**src/can_pkg.sv**
```systemverilog
`default_nettype none

package can_pkg;

	// ====================
	// Field lengths in bits
	// ====================
	localparam int len_id_a         = 11;  // Base identifier
	localparam int len_id_b         = 18;  // Identifier extension
	localparam int len_dlc          = 4;
	localparam int len_crc          = 15;
	localparam int len_eof          = 7;
	localparam int len_intermission = 3;
	localparam int len_bus_idle     = 11;  // Recessive run to resync after an error

	localparam int stuff_run = 5;  // Equal bits before a stuff bit

	localparam logic [len_crc-1:0] crc_poly = 15'h4599;  // x^15+x^14+x^10+x^8+x^7+x^4+x^3+1

	localparam int max_data_bytes = 8;

	// ====================
	// Frame sequencer states
	// ====================
	// Order matters for the range checks in the FSM
	typedef enum logic [4:0] {
		st_idle,
		st_id_a,
		st_rtr_srr,        // RTR in base frames and SRR in extended ones
		st_ide,
		st_id_b,
		st_rtr,
		st_reserved1,
		st_reserved0,
		st_dlc,
		st_data,
		st_crc,
		st_crc_delimiter,  // Last state inside the stuff window
		st_ack_slot,
		st_ack_delimiter,
		st_eof,
		st_intermission,
		st_bus_wait        // Waiting for an idle bus after an error
	} frame_state_t;

	typedef enum logic [2:0] {
		err_none  = 3'd0,
		err_stuff = 3'd1,
		err_crc   = 3'd2,
		err_form  = 3'd3,
		err_ack   = 3'd4
	} can_error_t;

	// Fields of one received frame
	typedef struct packed {
		logic [len_id_a+len_id_b-1:0] id;    // Base id sits in the low 11 bits
		logic                         ide;
		logic                         rtr;
		logic [len_dlc-1:0]           dlc;   // Already clamped to 8
		logic [8*max_data_bytes-1:0]  data;  // Right aligned as received
		logic [len_crc-1:0]           crc;   // CRC field as sent
	} can_frame_t;

endpackage

`default_nettype wire
```
**src/can_bit_if.sv**
```systemverilog
`timescale 1ns/1ns
`default_nettype none

// One sampled bus bit after stuff bit detection
interface can_bit_if;

	logic bit_strobe;    // High for one cycle per sample point
	logic bit_value;     // Sampled level and 1 is recessive
	logic bit_stuffed;   // This bit is a stuff bit
	logic stuff_error;   // Sixth equal bit inside the window
	logic stuff_window;  // Stuffing active for the current field

	modport source (
		output bit_strobe, bit_value, bit_stuffed, stuff_error,
		input  stuff_window
	);

	modport sink (
		input  bit_strobe, bit_value, bit_stuffed, stuff_error,
		output stuff_window
	);

	modport monitor (input bit_strobe, bit_value, bit_stuffed);  // Field capture only listens

endinterface

`default_nettype wire

```
**src/can_decoder.sv**
```systemverilog
`timescale 1ns/1ns
`default_nettype none

module can_decoder
	import can_pkg::*;
(
	input  logic                         clock,
	input  logic                         reset,
	input  logic                         rx_bit,
	input  logic                         sample_point,
	output logic                         frame_valid,
	output logic [len_id_a+len_id_b-1:0] frame_id,
	output logic                         frame_ide,
	output logic                         frame_rtr,
	output logic [len_dlc-1:0]           frame_dlc,
	output logic [8*max_data_bytes-1:0]  frame_data,
	output logic                         error_valid,
	output can_error_t                   error_code
);

	// ====================
	// Core units
	// ====================
	can_bit_if          bus_if ();
	frame_state_t       state;
	logic               crc_init;
	logic               crc_enable;
	logic [len_crc-1:0] crc_value;
	can_frame_t         frame;       // Live fields of the frame on the bus
	can_frame_t         frame_held;  // Copy of the last good frame
	can_frame_t         frame_out;

	can_bit_destuffer u_destuffer (.clock, .reset, .sample_point, .rx_bit, .bus(bus_if.source));

	can_crc15 u_crc (
		.clock,
		.reset,
		.crc_init,
		.crc_enable,
		.data_bit(bus_if.bit_value),
		.crc_value
	);

	can_frame_fsm u_fsm (
		.clock, .reset, .bus(bus_if.sink), .frame, .crc_value, .state,
		.crc_init, .crc_enable, .frame_valid, .error_valid, .error_code
	);

	can_field_capture u_capture (.clock, .reset, .bus(bus_if.monitor), .state, .frame);

	// ====================
	// Output hold
	// ====================
	always_ff @(posedge clock)
	begin
		if (frame_valid)
			frame_held <= frame;  // Next frame starts shifting right after this
	end

	assign frame_out = frame_valid ? frame : frame_held;  // Live copy during the pulse

	assign frame_id   = frame_out.id;
	assign frame_ide  = frame_out.ide;
	assign frame_rtr  = frame_out.rtr;
	assign frame_dlc  = frame_out.dlc;
	assign frame_data = frame_out.data << (8 * (max_data_bytes - frame_out.dlc));  // First byte on top

endmodule

`default_nettype wire

```
**src/can_field_capture.sv**
```systemverilog
`timescale 1ns/1ns
`default_nettype none

module can_field_capture
	import can_pkg::*;
(
	input  logic         clock,
	input  logic         reset,
	can_bit_if.monitor   bus,
	input  frame_state_t state,
	output can_frame_t   frame
);

	logic               bit_ok;     // Non stuffed bit on this strobe
	logic               sof;        // Dominant bit that opens a frame
	logic [len_dlc-1:0] dlc_shift;  // DLC register with the new bit shifted in
	logic [len_dlc-1:0] dlc_next;

	assign bit_ok = bus.bit_strobe && !bus.bit_stuffed;
	assign sof    = bit_ok && !bus.bit_value
		&& (state == st_idle || state == st_intermission);

	// Register starts at zero so partial shifts stay below 8
	assign dlc_shift = {frame.dlc[len_dlc-2:0], bus.bit_value};
	assign dlc_next  = (dlc_shift > len_dlc'(max_data_bytes)) ?
		len_dlc'(max_data_bytes) : dlc_shift;

	// ====================
	// Field shift registers
	// ====================
	always_ff @(posedge clock or posedge reset)
	begin
		if (reset)
		begin
			frame <= '0;
		end
		else if (sof)
		begin
			frame.id   <= '0;  // Base ids end up right aligned
			frame.dlc  <= '0;
			frame.data <= '0;  // Unused bytes read as zero
		end
		else if (bit_ok)
		begin
			case (state)
				st_id_a, st_id_b:
					frame.id <= {frame.id[$bits(frame.id)-2:0], bus.bit_value};
				st_rtr_srr, st_rtr:
					frame.rtr <= bus.bit_value;  // SRR gets overwritten by the real RTR
				st_ide:
					frame.ide <= bus.bit_value;
				st_dlc:
					frame.dlc <= dlc_next;
				st_data:
					frame.data <= {frame.data[$bits(frame.data)-2:0], bus.bit_value};
				st_crc:
					frame.crc <= {frame.crc[len_crc-2:0], bus.bit_value};
				default:
					;  // Fixed form bits carry no field
			endcase
		end
	end

endmodule

`default_nettype wire

```
**src/can_frame_fsm.sv**
```systemverilog
`timescale 1ns/1ns
`default_nettype none

module can_frame_fsm
	import can_pkg::*;
(
	input  logic               clock,
	input  logic               reset,
	can_bit_if.sink            bus,
	input  can_frame_t         frame,       // Fields gathered so far
	input  logic [len_crc-1:0] crc_value,   // Locally computed CRC
	output frame_state_t       state,
	output logic               crc_init,
	output logic               crc_enable,
	output logic               frame_valid,
	output logic               error_valid,
	output can_error_t         error_code
);

	// ====================
	// Bit qualifiers
	// ====================
	logic               bit_ok;      // Real frame bit on this strobe
	logic [5:0]         bit_count;   // Shared position counter within a field
	logic [len_dlc-1:0] dlc_code;    // DLC including the bit being sampled
	logic [6:0]         data_bits;   // Data field length from the clamped DLC
	frame_state_t       next_state;
	can_error_t         error_next;
	logic               frame_good;

	assign bit_ok    = bus.bit_strobe && !bus.bit_stuffed;
	assign dlc_code  = {frame.dlc[len_dlc-2:0], bus.bit_value};
	assign data_bits = {frame.dlc, 3'b000};  // 8 bytes give 64 bits at most

	// CRC delimiter stays inside since a stuff bit may follow the last CRC bit
	assign bus.stuff_window = state inside {[st_id_a:st_crc_delimiter]};
	assign crc_enable       = bit_ok && (state inside {[st_id_a:st_data]});

	// ====================
	// Next state
	// ====================
	always_comb
	begin
		next_state = state;
		error_next = err_none;
		frame_good = 1'b0;
		crc_init   = 1'b0;
		if (bit_ok)
		begin
			case (state)
				st_idle:
					if (!bus.bit_value)  // Start of frame
					begin
						next_state = st_id_a;
						crc_init   = 1'b1;
					end
				st_id_a:
					if (bit_count == 6'(len_id_a - 1))
						next_state = st_rtr_srr;
				st_rtr_srr:
					next_state = st_ide;
				st_ide:
					next_state = bus.bit_value ? st_id_b : st_reserved0;  // Base frames skip to r0
				st_id_b:
					if (bit_count == 6'(len_id_b - 1))
						next_state = st_rtr;
				st_rtr:
					next_state = st_reserved1;
				st_reserved1:
					next_state = st_reserved0;
				st_reserved0:
					next_state = st_dlc;
				st_dlc:
					if (bit_count == 6'(len_dlc - 1))
						next_state = (frame.rtr || dlc_code == '0) ? st_crc : st_data;
				st_data:
					if ({1'b0, bit_count} == data_bits - 7'd1)
						next_state = st_crc;
				st_crc:
					if (bit_count == 6'(len_crc - 1))
						next_state = st_crc_delimiter;
				st_crc_delimiter:
					if (!bus.bit_value)
						error_next = err_form;
					else
						next_state = st_ack_slot;
				st_ack_slot:
					if (bus.bit_value)  // Nobody acknowledged
						error_next = err_ack;
					else
						next_state = st_ack_delimiter;
				st_ack_delimiter:
					if (crc_value != frame.crc)
						error_next = err_crc;
					else if (!bus.bit_value)
						error_next = err_form;
					else
					begin
						next_state = st_eof;
						frame_good = 1'b1;  // Reported before EOF is checked
					end
				st_eof:
					if (!bus.bit_value)
						error_next = err_form;
					else if (bit_count == 6'(len_eof - 1))
						next_state = st_intermission;
				st_intermission:
					if (bit_count == 6'(len_intermission - 1))
					begin
						next_state = bus.bit_value ? st_idle : st_id_a;  // Early SOF of next frame
						crc_init   = !bus.bit_value;
					end
					else if (!bus.bit_value)
						next_state = st_bus_wait;  // Overload condition so just resync
				st_bus_wait:
					if (bus.bit_value && bit_count == 6'(len_bus_idle - 1))
						next_state = st_idle;
				default:
					next_state = st_idle;
			endcase
		end
		if (bus.stuff_error)
			error_next = err_stuff;  // Wins over any field transition
		if (error_next != err_none)
			next_state = st_bus_wait;
	end

	// ====================
	// State and results
	// ====================
	always_ff @(posedge clock or posedge reset)
	begin
		if (reset)
		begin
			state       <= st_idle;
			bit_count   <= '0;
			frame_valid <= 1'b0;
			error_valid <= 1'b0;
			error_code  <= err_none;
		end
		else
		begin
			state       <= next_state;
			frame_valid <= frame_good;
			error_valid <= (error_next != err_none);
			if (error_next != err_none)
				error_code <= error_next;  // Last code held between errors
			if (next_state != state)
				bit_count <= '0;
			else if (bit_ok)
				bit_count <= (state == st_bus_wait && !bus.bit_value) ? '0 : bit_count + 6'd1;
		end
	end

	results_exclusive: assert property (
		@(posedge clock) disable iff (reset)
		!(frame_valid && error_valid)
	);

endmodule

`default_nettype wire

```
**src/can_crc15.sv**
```systemverilog
`timescale 1ns/1ns
`default_nettype none

module can_crc15
	import can_pkg::*;
(
	input  logic               clock,
	input  logic               reset,
	input  logic               crc_init,    // Start of frame seen
	input  logic               crc_enable,  // Non stuffed bit from SOF to data end
	input  logic               data_bit,
	output logic [len_crc-1:0] crc_value
);

	logic feedback;  // Incoming bit against the top register bit

	assign feedback = data_bit ^ crc_value[len_crc-1];

	// Serial CAN CRC with a zero start value
	always_ff @(posedge clock or posedge reset)
	begin
		if (reset)
		begin
			crc_value <= '0;
		end
		else if (crc_init)
		begin
			crc_value <= '0;  // SOF is dominant so it leaves the zero value alone
		end
		else if (crc_enable)
		begin
			crc_value <= {crc_value[len_crc-2:0], 1'b0} ^ (crc_poly & {len_crc{feedback}});
		end
	end

	// Init comes from idle or intermission and enable only inside the frame
	init_enable_apart: assert property (
		@(posedge clock) disable iff (reset)
		!(crc_init && crc_enable)
	);

endmodule

`default_nettype wire

```
**src/can_bit_destuffer.sv**
```systemverilog
`timescale 1ns/1ns
`default_nettype none

module can_bit_destuffer
	import can_pkg::*;
(
	input  logic      clock,
	input  logic      reset,
	input  logic      sample_point,  // One cycle strobe per bus bit
	input  logic      rx_bit,
	can_bit_if.source bus
);

	// ====================
	// Bit history
	// ====================
	logic [stuff_run-1:0] history;  // Newest bit in bit 0
	logic                 run_equal;  // Last five bits all the same

	always_ff @(posedge clock or posedge reset)
	begin
		if (reset)
		begin
			history <= stuff_run'('h15);  // Alternating so no run is seen at start
		end
		else if (sample_point)
		begin
			history <= {history[stuff_run-2:0], rx_bit};  // Stuff bits count toward the next run
		end
	end

	assign run_equal = (history == '0) || (history == '1);

	// ====================
	// Bit event
	// ====================
	assign bus.bit_strobe = sample_point;  // Same cycle as the sample
	assign bus.bit_value  = rx_bit;

	// Opposite bit after a run is the stuff bit
	assign bus.bit_stuffed = sample_point && bus.stuff_window && run_equal
		&& (rx_bit != history[0]);

	// A sixth equal bit breaks the stuffing rule
	assign bus.stuff_error = sample_point && bus.stuff_window && run_equal
		&& (rx_bit == history[0]);

endmodule

`default_nettype wire

```
**config.mk**
```make
export PLATFORM = sky130hd
export DESIGN_NAME = can_decoder
export DESIGN_NICKNAME = d
export VERILOG_FILES = /design/src/can_pkg.sv /design/src/can_bit_if.sv /design/src/can_decoder.sv /design/src/can_field_capture.sv /design/src/can_frame_fsm.sv /design/src/can_crc15.sv /design/src/can_bit_destuffer.sv
export SDC_FILE = /design/constraint.sdc
export NUM_CORES = 1
export LEC_CHECK = 0
export ABC_AREA = 0
export BUFFER_PORTS_ARGS = -buffer_cell sky130_fd_sc_hd__buf_2
export CAP_MARGIN = 20
export CORE_UTILIZATION = 45
export DETAILED_ROUTE_END_ITERATION = 6
export PLACE_DENSITY = 0.63
export SYNTH_ARGS = -nofsm -noshare
export SYNTH_HDL_FRONTEND = slang
export SYNTH_SLANG_ARGS = --single-unit
```
**constraint.sdc**
```tcl
create_clock -name clock -period 6.25 [get_ports clock]
set_clock_uncertainty 0.1 [all_clocks]
set_input_delay 1.25 -clock clock [delete_from_list [all_inputs] [get_ports clock]]
set_output_delay 1.25 -clock clock [all_outputs]
set_load 0.01 [all_outputs]
```
==> impl_metrics.csv, run 1 <==
group,metric,value,unit
status,status,"finished, final reports clean",
finish,final_cells,1747,
finish,drive_gt1_share,20.73,%
run,drv_cap,0,
clocking,clock_latency,0.54,ns
routing,wl_met1,14570,um
logic_synthesis,synthArstFlopShare,60.24,%
worst_setup_path,cp_slowest_cell,"dfrtp_4",
worst_setup_path,worstSetupStartpointType,"flip-flop",
routing,drt_pass1_iterations,7,
floorplanning,die_h,168.8,um
power,vdd_drop_max,200.7,uV
worst_setup_path,setup.worst_path.class,"flip-flop to output pin",
power,power_density,303.1,nW/um^2
clocking,clock_tree.root_cell,"clkbuf_16",
global_route,grt_util_all_layers,21.57,%
routing,via_per_inst,5.483,
timing,fin_crit_sh,87.85,%
logic_synthesis,synthFlopType,"dfrtp_1",
logic_synthesis,yosysTopAreaCellShare,29.39,%
logic_synthesis,synth_edf_count,0,
placement,place_ws,1.350,ns
placement,portBuffers,107,
timing,maxSlewViolCount,0,
global_route,grt_pass1_wl,49600,um
worst_setup_path,critPathRequiredTime,4.90,ns
routing,vias,9579,
worst_setup_path,path_max_fanout,51,
finish,final_core_util,51.37,%
clocking,ctsHoldBuffers,0,
timing,hold_ws,0.3687,ns
worst_setup_path,crit_path_cell_trace,"mux2i_1 > ha_1 > xnor2_2 > buf_4 > nand2b_1 > or3_1 > nor2_1 > buf_2",
timing,setup_ws,0.7594,ns
floorplanning,io_pins,108,
timing,tightestPinTransition,1.119,ns
finish,nets,1364,
routing,routed_wl,30810,um
logic_synthesis,yosysTopAreaCell,"dfrtp_1",
logic_synthesis,yosysUniqueCellTypes,68,
logic_synthesis,syn_avg_cell_area,9.367,um^2
logic_synthesis,ys.warnings.count,0,
placement,dp_hpwl,20830,um
logic_synthesis,synth_common_cells,"nor2_1 (238), dfrtp_1 (147), mux2i_1 (104)",
routing,drc_errors,0,
logic_synthesis,yosysSeqAreaShare,45.86,%
global_route,grt_max_degree,72,
global_route,grt_pass1_vias,8937,
logic_synthesis,synthTopCellsByArea,"dfrtp_1 (29%), dfxtp_1 (16%), mux2i_1 (8.3%)",
floorplanning,dieArea,28480,um^2
logic_synthesis,synthMostInstantiatedCell,"nor2_1",
clocking,cts_num_sinks,249,
timing,rsz0062_at_grt,"no",
clocking,h-tree-depth,1,
worst_setup_path,end_kind,"output pin",
clocking,clock_path_buffers,3,
clocking,cts_tree,"yes",
worst_setup_path,cpPeakStageDelay,0.73,ns
placement,placedCellCount,1698,
routing,final_antenna_net_count,0,
clocking,cts_buffers,27,
floorplanning,die_w,168.8,um
routing,dr_wl_met2,13440,um
finish,antenna_cells,0,
timing,final.setup.tns,0,ns
power,leakagePower,6.780,nW
timing,period_needed,5.491,ns
clocking,clk_pin_slew,0.06,ns
global_route,grt_overflow,0,
timing,hold_viol,0,
clocking,cts_resized,0,
global_route,antenna_found_initial,0,
logic_synthesis,synthesis.nets,1345,
worst_hold_path,min_path_type,"flip-flop to flip-flop",
timing,fmax,0.1821,GHz
logic_synthesis,synthCells,1336,
finish,n_fill_cell,2482,
routing,topRoutingLayerUsed,"met4",
floorplanning,row_count,60,
timing,maxSlewHeadroom,25.43,%
logic_synthesis,ys_seq_elements,249,
placement,gp_congestion,0.9148,
finish,area_growth,11.25,%
routing,drt_iter0_markers,669,
worst_setup_path,worstPathArrival,4.14,ns
routing,wire_per_inst,17.63,um
floorplanning,start_util,46.18,%
clocking,cts_setup_buffers,0,
floorplanning,core_area,27100,um^2
logic_synthesis,syn_area,12510,um^2
timing,setup_viol,0,
routing,wl_met3,1819,um
[per-stage QoR]
step                total power, mW  instance area, um^2
CTS                           4.258                13920
floorplan                     2.439                12510
finish                        4.220                13920
detailed placement            2.600                13010
global placement              2.588                13010
global route                  4.427                13920
[cell usage in the layout, fill, tap and decap left out, drive strengths merged, types with 13 or more instances in the layout]
master,netlist,layout
nor2,238,238
dfrtp,147,147
buf,81,122
mux2i,105,105
dfxtp,99,99
nand2,96,96
mux2,93,93
a21oi,68,68
inv,40,41
clkbuf,51,37
a211oi,33,33
xnor2,28,28
o21ai,27,27
a31oi,26,26
nand3,22,22
nor2b,19,19
nor3,16,16
nor4,16,16
or3,13,13
[cell type report]
| type | instances | area [um^2] | share of cell area (%) |
|---|---|---|---|
| clock buffer | 37 | 773.2 | 5.554 |
| timing repair buffer | 122 | 660.6 | 4.745 |
| inverter | 41 | 163.9 | 1.177 |
| multi-input combinational | 914 | 5972 | 42.90 |
| sequential | 249 | 5743 | 41.25 |
| tap | 372 | 465.4 | 3.343 |
| clock inverter | 12 | 143.9 | 1.034 |
[per-layer routing]
metal / up-vias / global-route usage [%]
li1: 4616 / -
met1: 4565 / 31.39
met2: 327 / 32.77
met3: 71 / 3.227
met4: 0 / 7.036
met5: - / 0
[worst paths after layout]
kind	start	to	slack, ns	depth (start not counted)
min in group asynchronous	reset	u_crc.crc_value[13]	0.61	2
setup / recovery	u_fsm.frame_valid	frame_data[5]	0.76	8
setup reg to reg	u_fsm.state[2]	u_capture.frame[7]	2.36	6
hold reg to reg	frame_held[104]	frame_held[104]	0.37	1
hold / removal	frame_held[104]	frame_held[104]	0.37	1
max in group asynchronous	reset	u_capture.frame[59]	4.25	3
[cells by family after synthesis]
logic type | Yosys count | synth area share [%]
adder cells (fa/ha/maj) | 5 | 0.4999
flip-flops | 249 | 45.86
multiplexers | 198 | 16.86
AO/OA/AOI/OAI | 211 | 10.85
XOR/XNOR | 33 | 2.310
buffers and inverters | 173 | 6.799
AND/OR/NAND/NOR | 467 | 16.83
[power breakdown]
part	internal (mW)	switching [mW]	total [mW]
Clock	0.986	0.656	1.64
Combinational	0.285	0.403	0.688
Sequential	1.72	0.172	1.89
[state kept, by name, indices dropped and copies added (netlist names)]
signal,count
u_fsm.bit_count,6
u_fsm.state,5
u_fsm.frame_valid,1
u_destuffer.history,5
u_fsm.error_valid,1
u_capture.frame,114
frame_held,99
u_crc.crc_value,15
u_fsm.error_code,3
[critical path, delay by kind of cell (launching register included)]
| kind | cells | cell delay, ns |
|---|---|---|
| flops | 1 | 0.73 |
| fa+ha+maj | 1 | 0.32 |
| xor+xnor | 1 | 0.13 |
| mux | 1 | 0.37 |
| buf+inv | 2 | 0.59 |
| simple gates | 3 | 1.42 |
Note: power is estimated with default switching activity, not from simulation.
==> run 2: changes to the inputs <==
Clock period 6.25 ns to 6.8 ns, I/O delays scaled along.
==> run 2 against run 1 <==
Compared with the run above:
- routed wire length down 1.1%
- final cell count about the same
- clock-buffer cell count unchanged
- flip-flop and latch count unchanged
- worst hold slack better by 0.0016 ns
- die area unchanged
- sequential share of layout area up 0.21 points
- core utilization down 0.26 points
- first-iteration DRC count up 34%
==> impl_metrics.csv, run 2 (same netlist as run 1, synthesis figures left out) <==
group,metric,value,unit
status,status,"finished, final reports clean",
global_route,antenna_found_initial,0,
finish,layout_common_cells,"nor2_1 (238), dfrtp_1 (146), buf_2 (107), mux2i_1 (104), dfxtp_1 (99)",
global_route,use_met1,31.30,%
global_route,grt_overflow,0,
finish,layout_commonest_cell,"nor2_1",
power,vdd_drop_max,212.5,uV
global_route,use_met2,34.08,%
power,switching_share,29.78,%
finish,top_register,"u_capture.frame",
routing,drt_pass1_iterations,5,
placement,portBuffers,107,
placement,gp_congestion,0.9429,
worst_setup_path,worstPathArrival,4.63,ns
clocking,clk_pin_slew,0.06,ns
power,p_sw,1.123,mW
timing,fin_crit_sh,89.59,%
routing,routed_wl,30470,um
worst_setup_path,setup.worst_path.class,"flip-flop to output pin",
clocking,ctsHoldBuffers,0,
power,leakagePower,6.741,nW
power,power.total,3.773,mW
clocking,cts_num_sinks,249,
global_route,grt_pass1_vias,9043,
clocking,cts_resized,0,
timing,setup_viol,0,
worst_hold_path,min_path_type,"flip-flop to flip-flop",
placement,dp_hpwl,20380,um
routing,final_antenna_net_count,0,
floorplanning,core_area,27100,um^2
run,drv_cap,0,
finish,largest_reg_flops,114,
power,p_comb_share,16.8,%
routing,drc_errors,0,
finish,top_regs,"u_capture.frame (114), frame_held (99), u_crc.crc_value (15)",
global_route,grt_util_all_layers,21.51,%
finish,n_fill_cell,2526,
worst_setup_path,path_max_fanout,54,
global_route,grt_max_degree,101,
global_route,grt-busiest-layer,"met2",
routing,drt_iter0_markers,895,
routing,vias,9607,
clocking,clock_path_buffers,3,
clocking,clock_tree.root_cell,"clkbuf_16",
clocking,h-tree-depth,1,
timing,fmax,0.1642,GHz
finish,antenna_cells,0,
floorplanning,io_pins,108,
clocking,cts_tree,"yes",
finish,area_growth,10.69,%
global_route,grtUsageMet3,3.110,%
timing,maxSlewViolCount,0,
clocking,clock_latency,0.53,ns
clocking,cts_setup_buffers,0,
floorplanning,die_h,168.8,um
floorplanning,dieArea,28480,um^2
floorplanning,die_w,168.8,um
clocking,cts_buffers,27,
timing,tightestPinTransition,1.106,ns
worst_setup_path,worstSetupStartpointType,"flip-flop",
power,power_density,272.3,nW/um^2
timing,hold_viol,0,
finish,drive_gt1_share,20.45,%
routing,wire_per_inst,17.45,um
worst_setup_path,end_kind,"output pin",
routing,via_per_inst,5.502,
global_route,grt_pass1_wl,49680,um
timing,rsz0062_at_grt,"no",
finish,nets,1363,
worst_setup_path,critPathRequiredTime,5.34,ns
timing,period_needed,6.092,ns
power,power.internal,2.649,mW
timing,maxSlewHeadroom,26.28,%
power,power_frac_seq,46.0,%
timing,final.setup.tns,0,ns
floorplanning,row_count,60,
floorplanning,start_util,46.18,%
power,pwr-share-clk,37.1,%
-- run 2: changes by cell type in the layout (fill, tap and decap cells not counted), sizes merged --
cell	previous run	this run
bufinv	3	1
buf	122	121
clkinv	6	7
inv	41	42
-- run 2: cell type report --
cell class | instances | area (um^2) | area share (%)
Multi-Input combinational cell | 914 | 5972 | 43.11
Timing Repair Buffer | 121 | 660.6 | 4.769
Tap cell | 372 | 465.4 | 3.360
Clock buffer | 37 | 743.2 | 5.365
Clock inverter | 12 | 103.9 | 0.7497
Inverter | 41 | 163.9 | 1.183
Sequential cell | 249 | 5743 | 41.46
-- run 2: path summary, 6_finish.rpt --
path                                    from             endpoint  slack [ns]  cells past startpoint
max in group asynchronous              reset   u_capture.frame[8]        4.43                      3
min reg2reg                   frame_held[83]       frame_held[83]        0.37                      1
min in group asynchronous              reset  u_capture.frame[90]        0.94                      2
max reg2reg                   u_fsm.state[2]  u_capture.frame[85]        2.93                      7
min                           frame_held[83]       frame_held[83]        0.37                      1
max                        u_fsm.frame_valid        frame_data[7]        0.71                      8
-- run 2: power groups by stage --
stage	clock [mW]	sequential, mW	combinational, mW
floorplan	0	1.69	0.554
global placement	0	1.76	0.613
detailed placement	0	1.76	0.629
CTS	1.44	1.73	0.631
global route	1.50	1.76	0.709
finish	1.40	1.74	0.635
-- run 2: through the flow --
stage               area, um^2  hold slack [ns]  std cells  setup slack (ns)  util, %
floorplan                12510           0.3347       1336             1.309        -
global placement         12980           0.3552       1696             1.405    47.89
detailed placement       12980           0.3585       1696             1.284    47.89
CTS                      13820           0.3765       1745            0.6954    51.01
global route             13850           0.3837       1746            0.4150    51.11
finish                   13850           0.3703       1746            0.7080    51.11
-- run 2: layer usage --
metal  wire length, um  part of all wire (%)  vias to the layer above
met2             13790                    45                      346
met5                 0                     0                        -
met4               550                   1.8                        0
li1                  -                     -                     4620
met1             14210                    47                     4602
met3              1920                   6.3                       39
-- run 2: critical path, cell delays in order (launching register included) --
cell      delay, ns
dfrtp_4        0.95
mux2i_4        0.57
ha_1           0.33
xnor2_2        0.14
buf_4          0.44
nand2b_1       0.64
or3_1          0.69
nor2_1         0.16
buf_2          0.15
==> run 3: changes to the inputs <==
Settings changed: PLACE_DENSITY 0.63 to 0.65.
==> run 3 against run 2 <==
Compared with the run above:
- sequential share of layout area fell by 0.73 points
- clock-buffer cell count grew 1
- register-to-register slack worse by 0.48 ns
- global-route usage increased by 0.49 points
- clock power increased by 24%
- setup slack improved by 0.47 ns
- final area increased by 1.8%
- critical path depth stayed put
- power is 8.8% higher
- flip-flop and latch count unchanged
- critical path type unchanged
- critical endpoint unchanged
==> impl_metrics.csv, run 3 (same netlist as run 1, synthesis figures left out) <==
group,metric,value,unit
clocking,clock_path_buffers,3,
worst_setup_path,reg2reg_from,"u_fsm.state[2]",
power,leakagePower,6.878,nW
run,drv_cap,0,
clocking,clk_pin_slew,0.06,ns
worst_hold_path,min_path_cells,1,
placement,place_area,12980,um^2
timing,setup_ws,1.173,ns
timing,maxSlewViolCount,0,
finish,stdcell_area,14100,um^2
routing,wire_per_inst,17.94,um
floorplanning,die_h,168.8,um
timing,setup_viol,0,
timing,rsz0062_at_grt,"no",
finish,largest_reg_flops,114,
global_route,grt_pass1_vias,9315,
global_route,antenna_found_initial,0,
finish,layout_commonest_cell,"nor2_1",
clocking,clock_latency,0.53,ns
worst_hold_path,hold-path-endpoint,"frame_held[110]",
worst_hold_path,min_path_type,"flip-flop to flip-flop",
finish,layout_common_cells,"nor2_1 (238), dfrtp_1 (146), buf_2 (107), mux2i_1 (104), dfxtp_1 (99)",
status,status,"finished, final reports clean",
placement,place_ws,1.773,ns
clocking,cts_resized,0,
finish,top_regs,"u_capture.frame (114), frame_held (99), u_crc.crc_value (15)",
routing,drt_iter0_markers,899,
power,vdd_drop_max,171.2,uV
worst_setup_path,reg2reg_to,"u_capture.frame[16]",
timing,fin_crit_sh,82.75,%
clocking,cts_setup_buffers,0,
routing,drc_errors,0,
global_route,grt_pass1_wl,50710,um
global_route,grt_overflow,0,
finish,top_register,"u_capture.frame",
worst_setup_path,worstSetupStartpointType,"flip-flop",
placement,dp_hpwl,21070,um
timing,final.setup.tns,0,ns
worst_setup_path,worstPathArrival,4.17,ns
worst_setup_path,end_kind,"output pin",
worst_setup_path,reg2reg_setup_slack,2.45,ns
worst_setup_path,rr_worst_depth,8,
clocking,clock_tree.root_cell,"clkbuf_16",
finish,area_growth,12.67,%
power,power_density,291.1,nW/um^2
timing,period_needed,5.627,ns
floorplanning,row_count,60,
floorplanning,core_area,27100,um^2
floorplanning,io_pins,108,
clocking,cts_tree,"yes",
routing,via_per_inst,5.577,
clocking,ctsHoldBuffers,0,
timing,tightestPinTransition,1.012,ns
finish,antenna_cells,0,
floorplanning,start_util,46.18,%
clocking,h-tree-depth,1,
routing,drt_pass1_iterations,5,
floorplanning,die_w,168.8,um
timing,fmax,0.1777,GHz
clocking,cts_buffers,28,
finish,drive_gt1_share,21.06,%
placement,gp_congestion,0.9342,
floorplanning,dieArea,28480,um^2
worst_setup_path,setup.worst_path.class,"flip-flop to output pin",
routing,vias,9755,
timing,hold_viol,0,
global_route,grt_util_all_layers,22.00,%
routing,routed_wl,31380,um
worst_setup_path,path_max_fanout,51,
placement,portBuffers,107,
worst_hold_path,hp-start,"frame_held[110]",
routing,final_antenna_net_count,0,
power,power.total,4.104,mW
worst_setup_path,critPathRequiredTime,5.34,ns
global_route,grt_max_degree,105,
finish,nets,1364,
clocking,cts_num_sinks,249,
timing,maxSlewHeadroom,32.57,%
## run 3: layer usage
layer	global-route usage (%)	part of all wire [%]	vias to the layer above
met1	31.08	45	4713
met5	0	0	-
met2	34.30	45	362
met3	3.390	6.2	63
li1	-	-	4617
met4	7.549	3.0	0
## run 3: how the worst max path moves through the flow
| stage | startpoint | slack [ns] | cells past startpoint | endpoint |
|---|---|---|---|---|
| detailed placement | u_fsm.frame_valid | 1.77 | 8 | frame_data[7] |
| global route | u_fsm.frame_valid | 0.94 | 8 | frame_data[7] |
| CTS | u_fsm.frame_valid | 1.19 | 8 | frame_data[7] |
| finish | u_fsm.frame_valid | 1.17 | 8 | frame_data[7] |
| floorplan | reset | 1.31 | 1 | u_capture.frame[0] |
| global placement | u_fsm.frame_valid | 1.84 | 9 | frame_data[6] |
## run 3: area by class of cell
type / count / area (um^2)
Timing Repair Buffer: 121 / 660.6
Fill cell: 2545 / 13000
Clock buffer: 38 / 839.6
Multi-Input combinational cell: 914 / 5972
Clock inverter: 14 / 255.2
Sequential cell: 249 / 5743
Inverter: 41 / 163.9
Tap cell: 372 / 465.4
## run 3: through the flow
| step | utilization (%) | hold WS, ns | std cells |
|---|---|---|---|
| 2_1_floorplan | - | 0.3347 | 1336 |
| 3_3_place_gp | 47.86 | 0.3544 | 1695 |
| 3_5_place_dp | 47.89 | 0.3582 | 1696 |
| 4_1_cts | 51.93 | 0.3737 | 1748 |
| 5_1_grt | 52.03 | 0.3820 | 1749 |
| 6_report | 52.03 | 0.3715 | 1749 |
## run 3: critical path, cell delays in order, from the launching register on
cell,delay (ns)
dfrtp_4,0.68
mux2i_1,0.36
ha_1,0.32
xnor2_2,0.14
buf_4,0.45
nand2b_1,0.66
or3_1,0.70
nor2_1,0.15
buf_2,0.14
## run 3: where the power goes
group	switching, mW	leakage, nW	total (mW)	internal, mW
Combinational	0.348	3.50	0.607	0.259
Clock	0.611	0.545	1.74	1.13
Sequential	0.178	2.83	1.76	1.58
Total	1.14	6.88	4.10	2.97
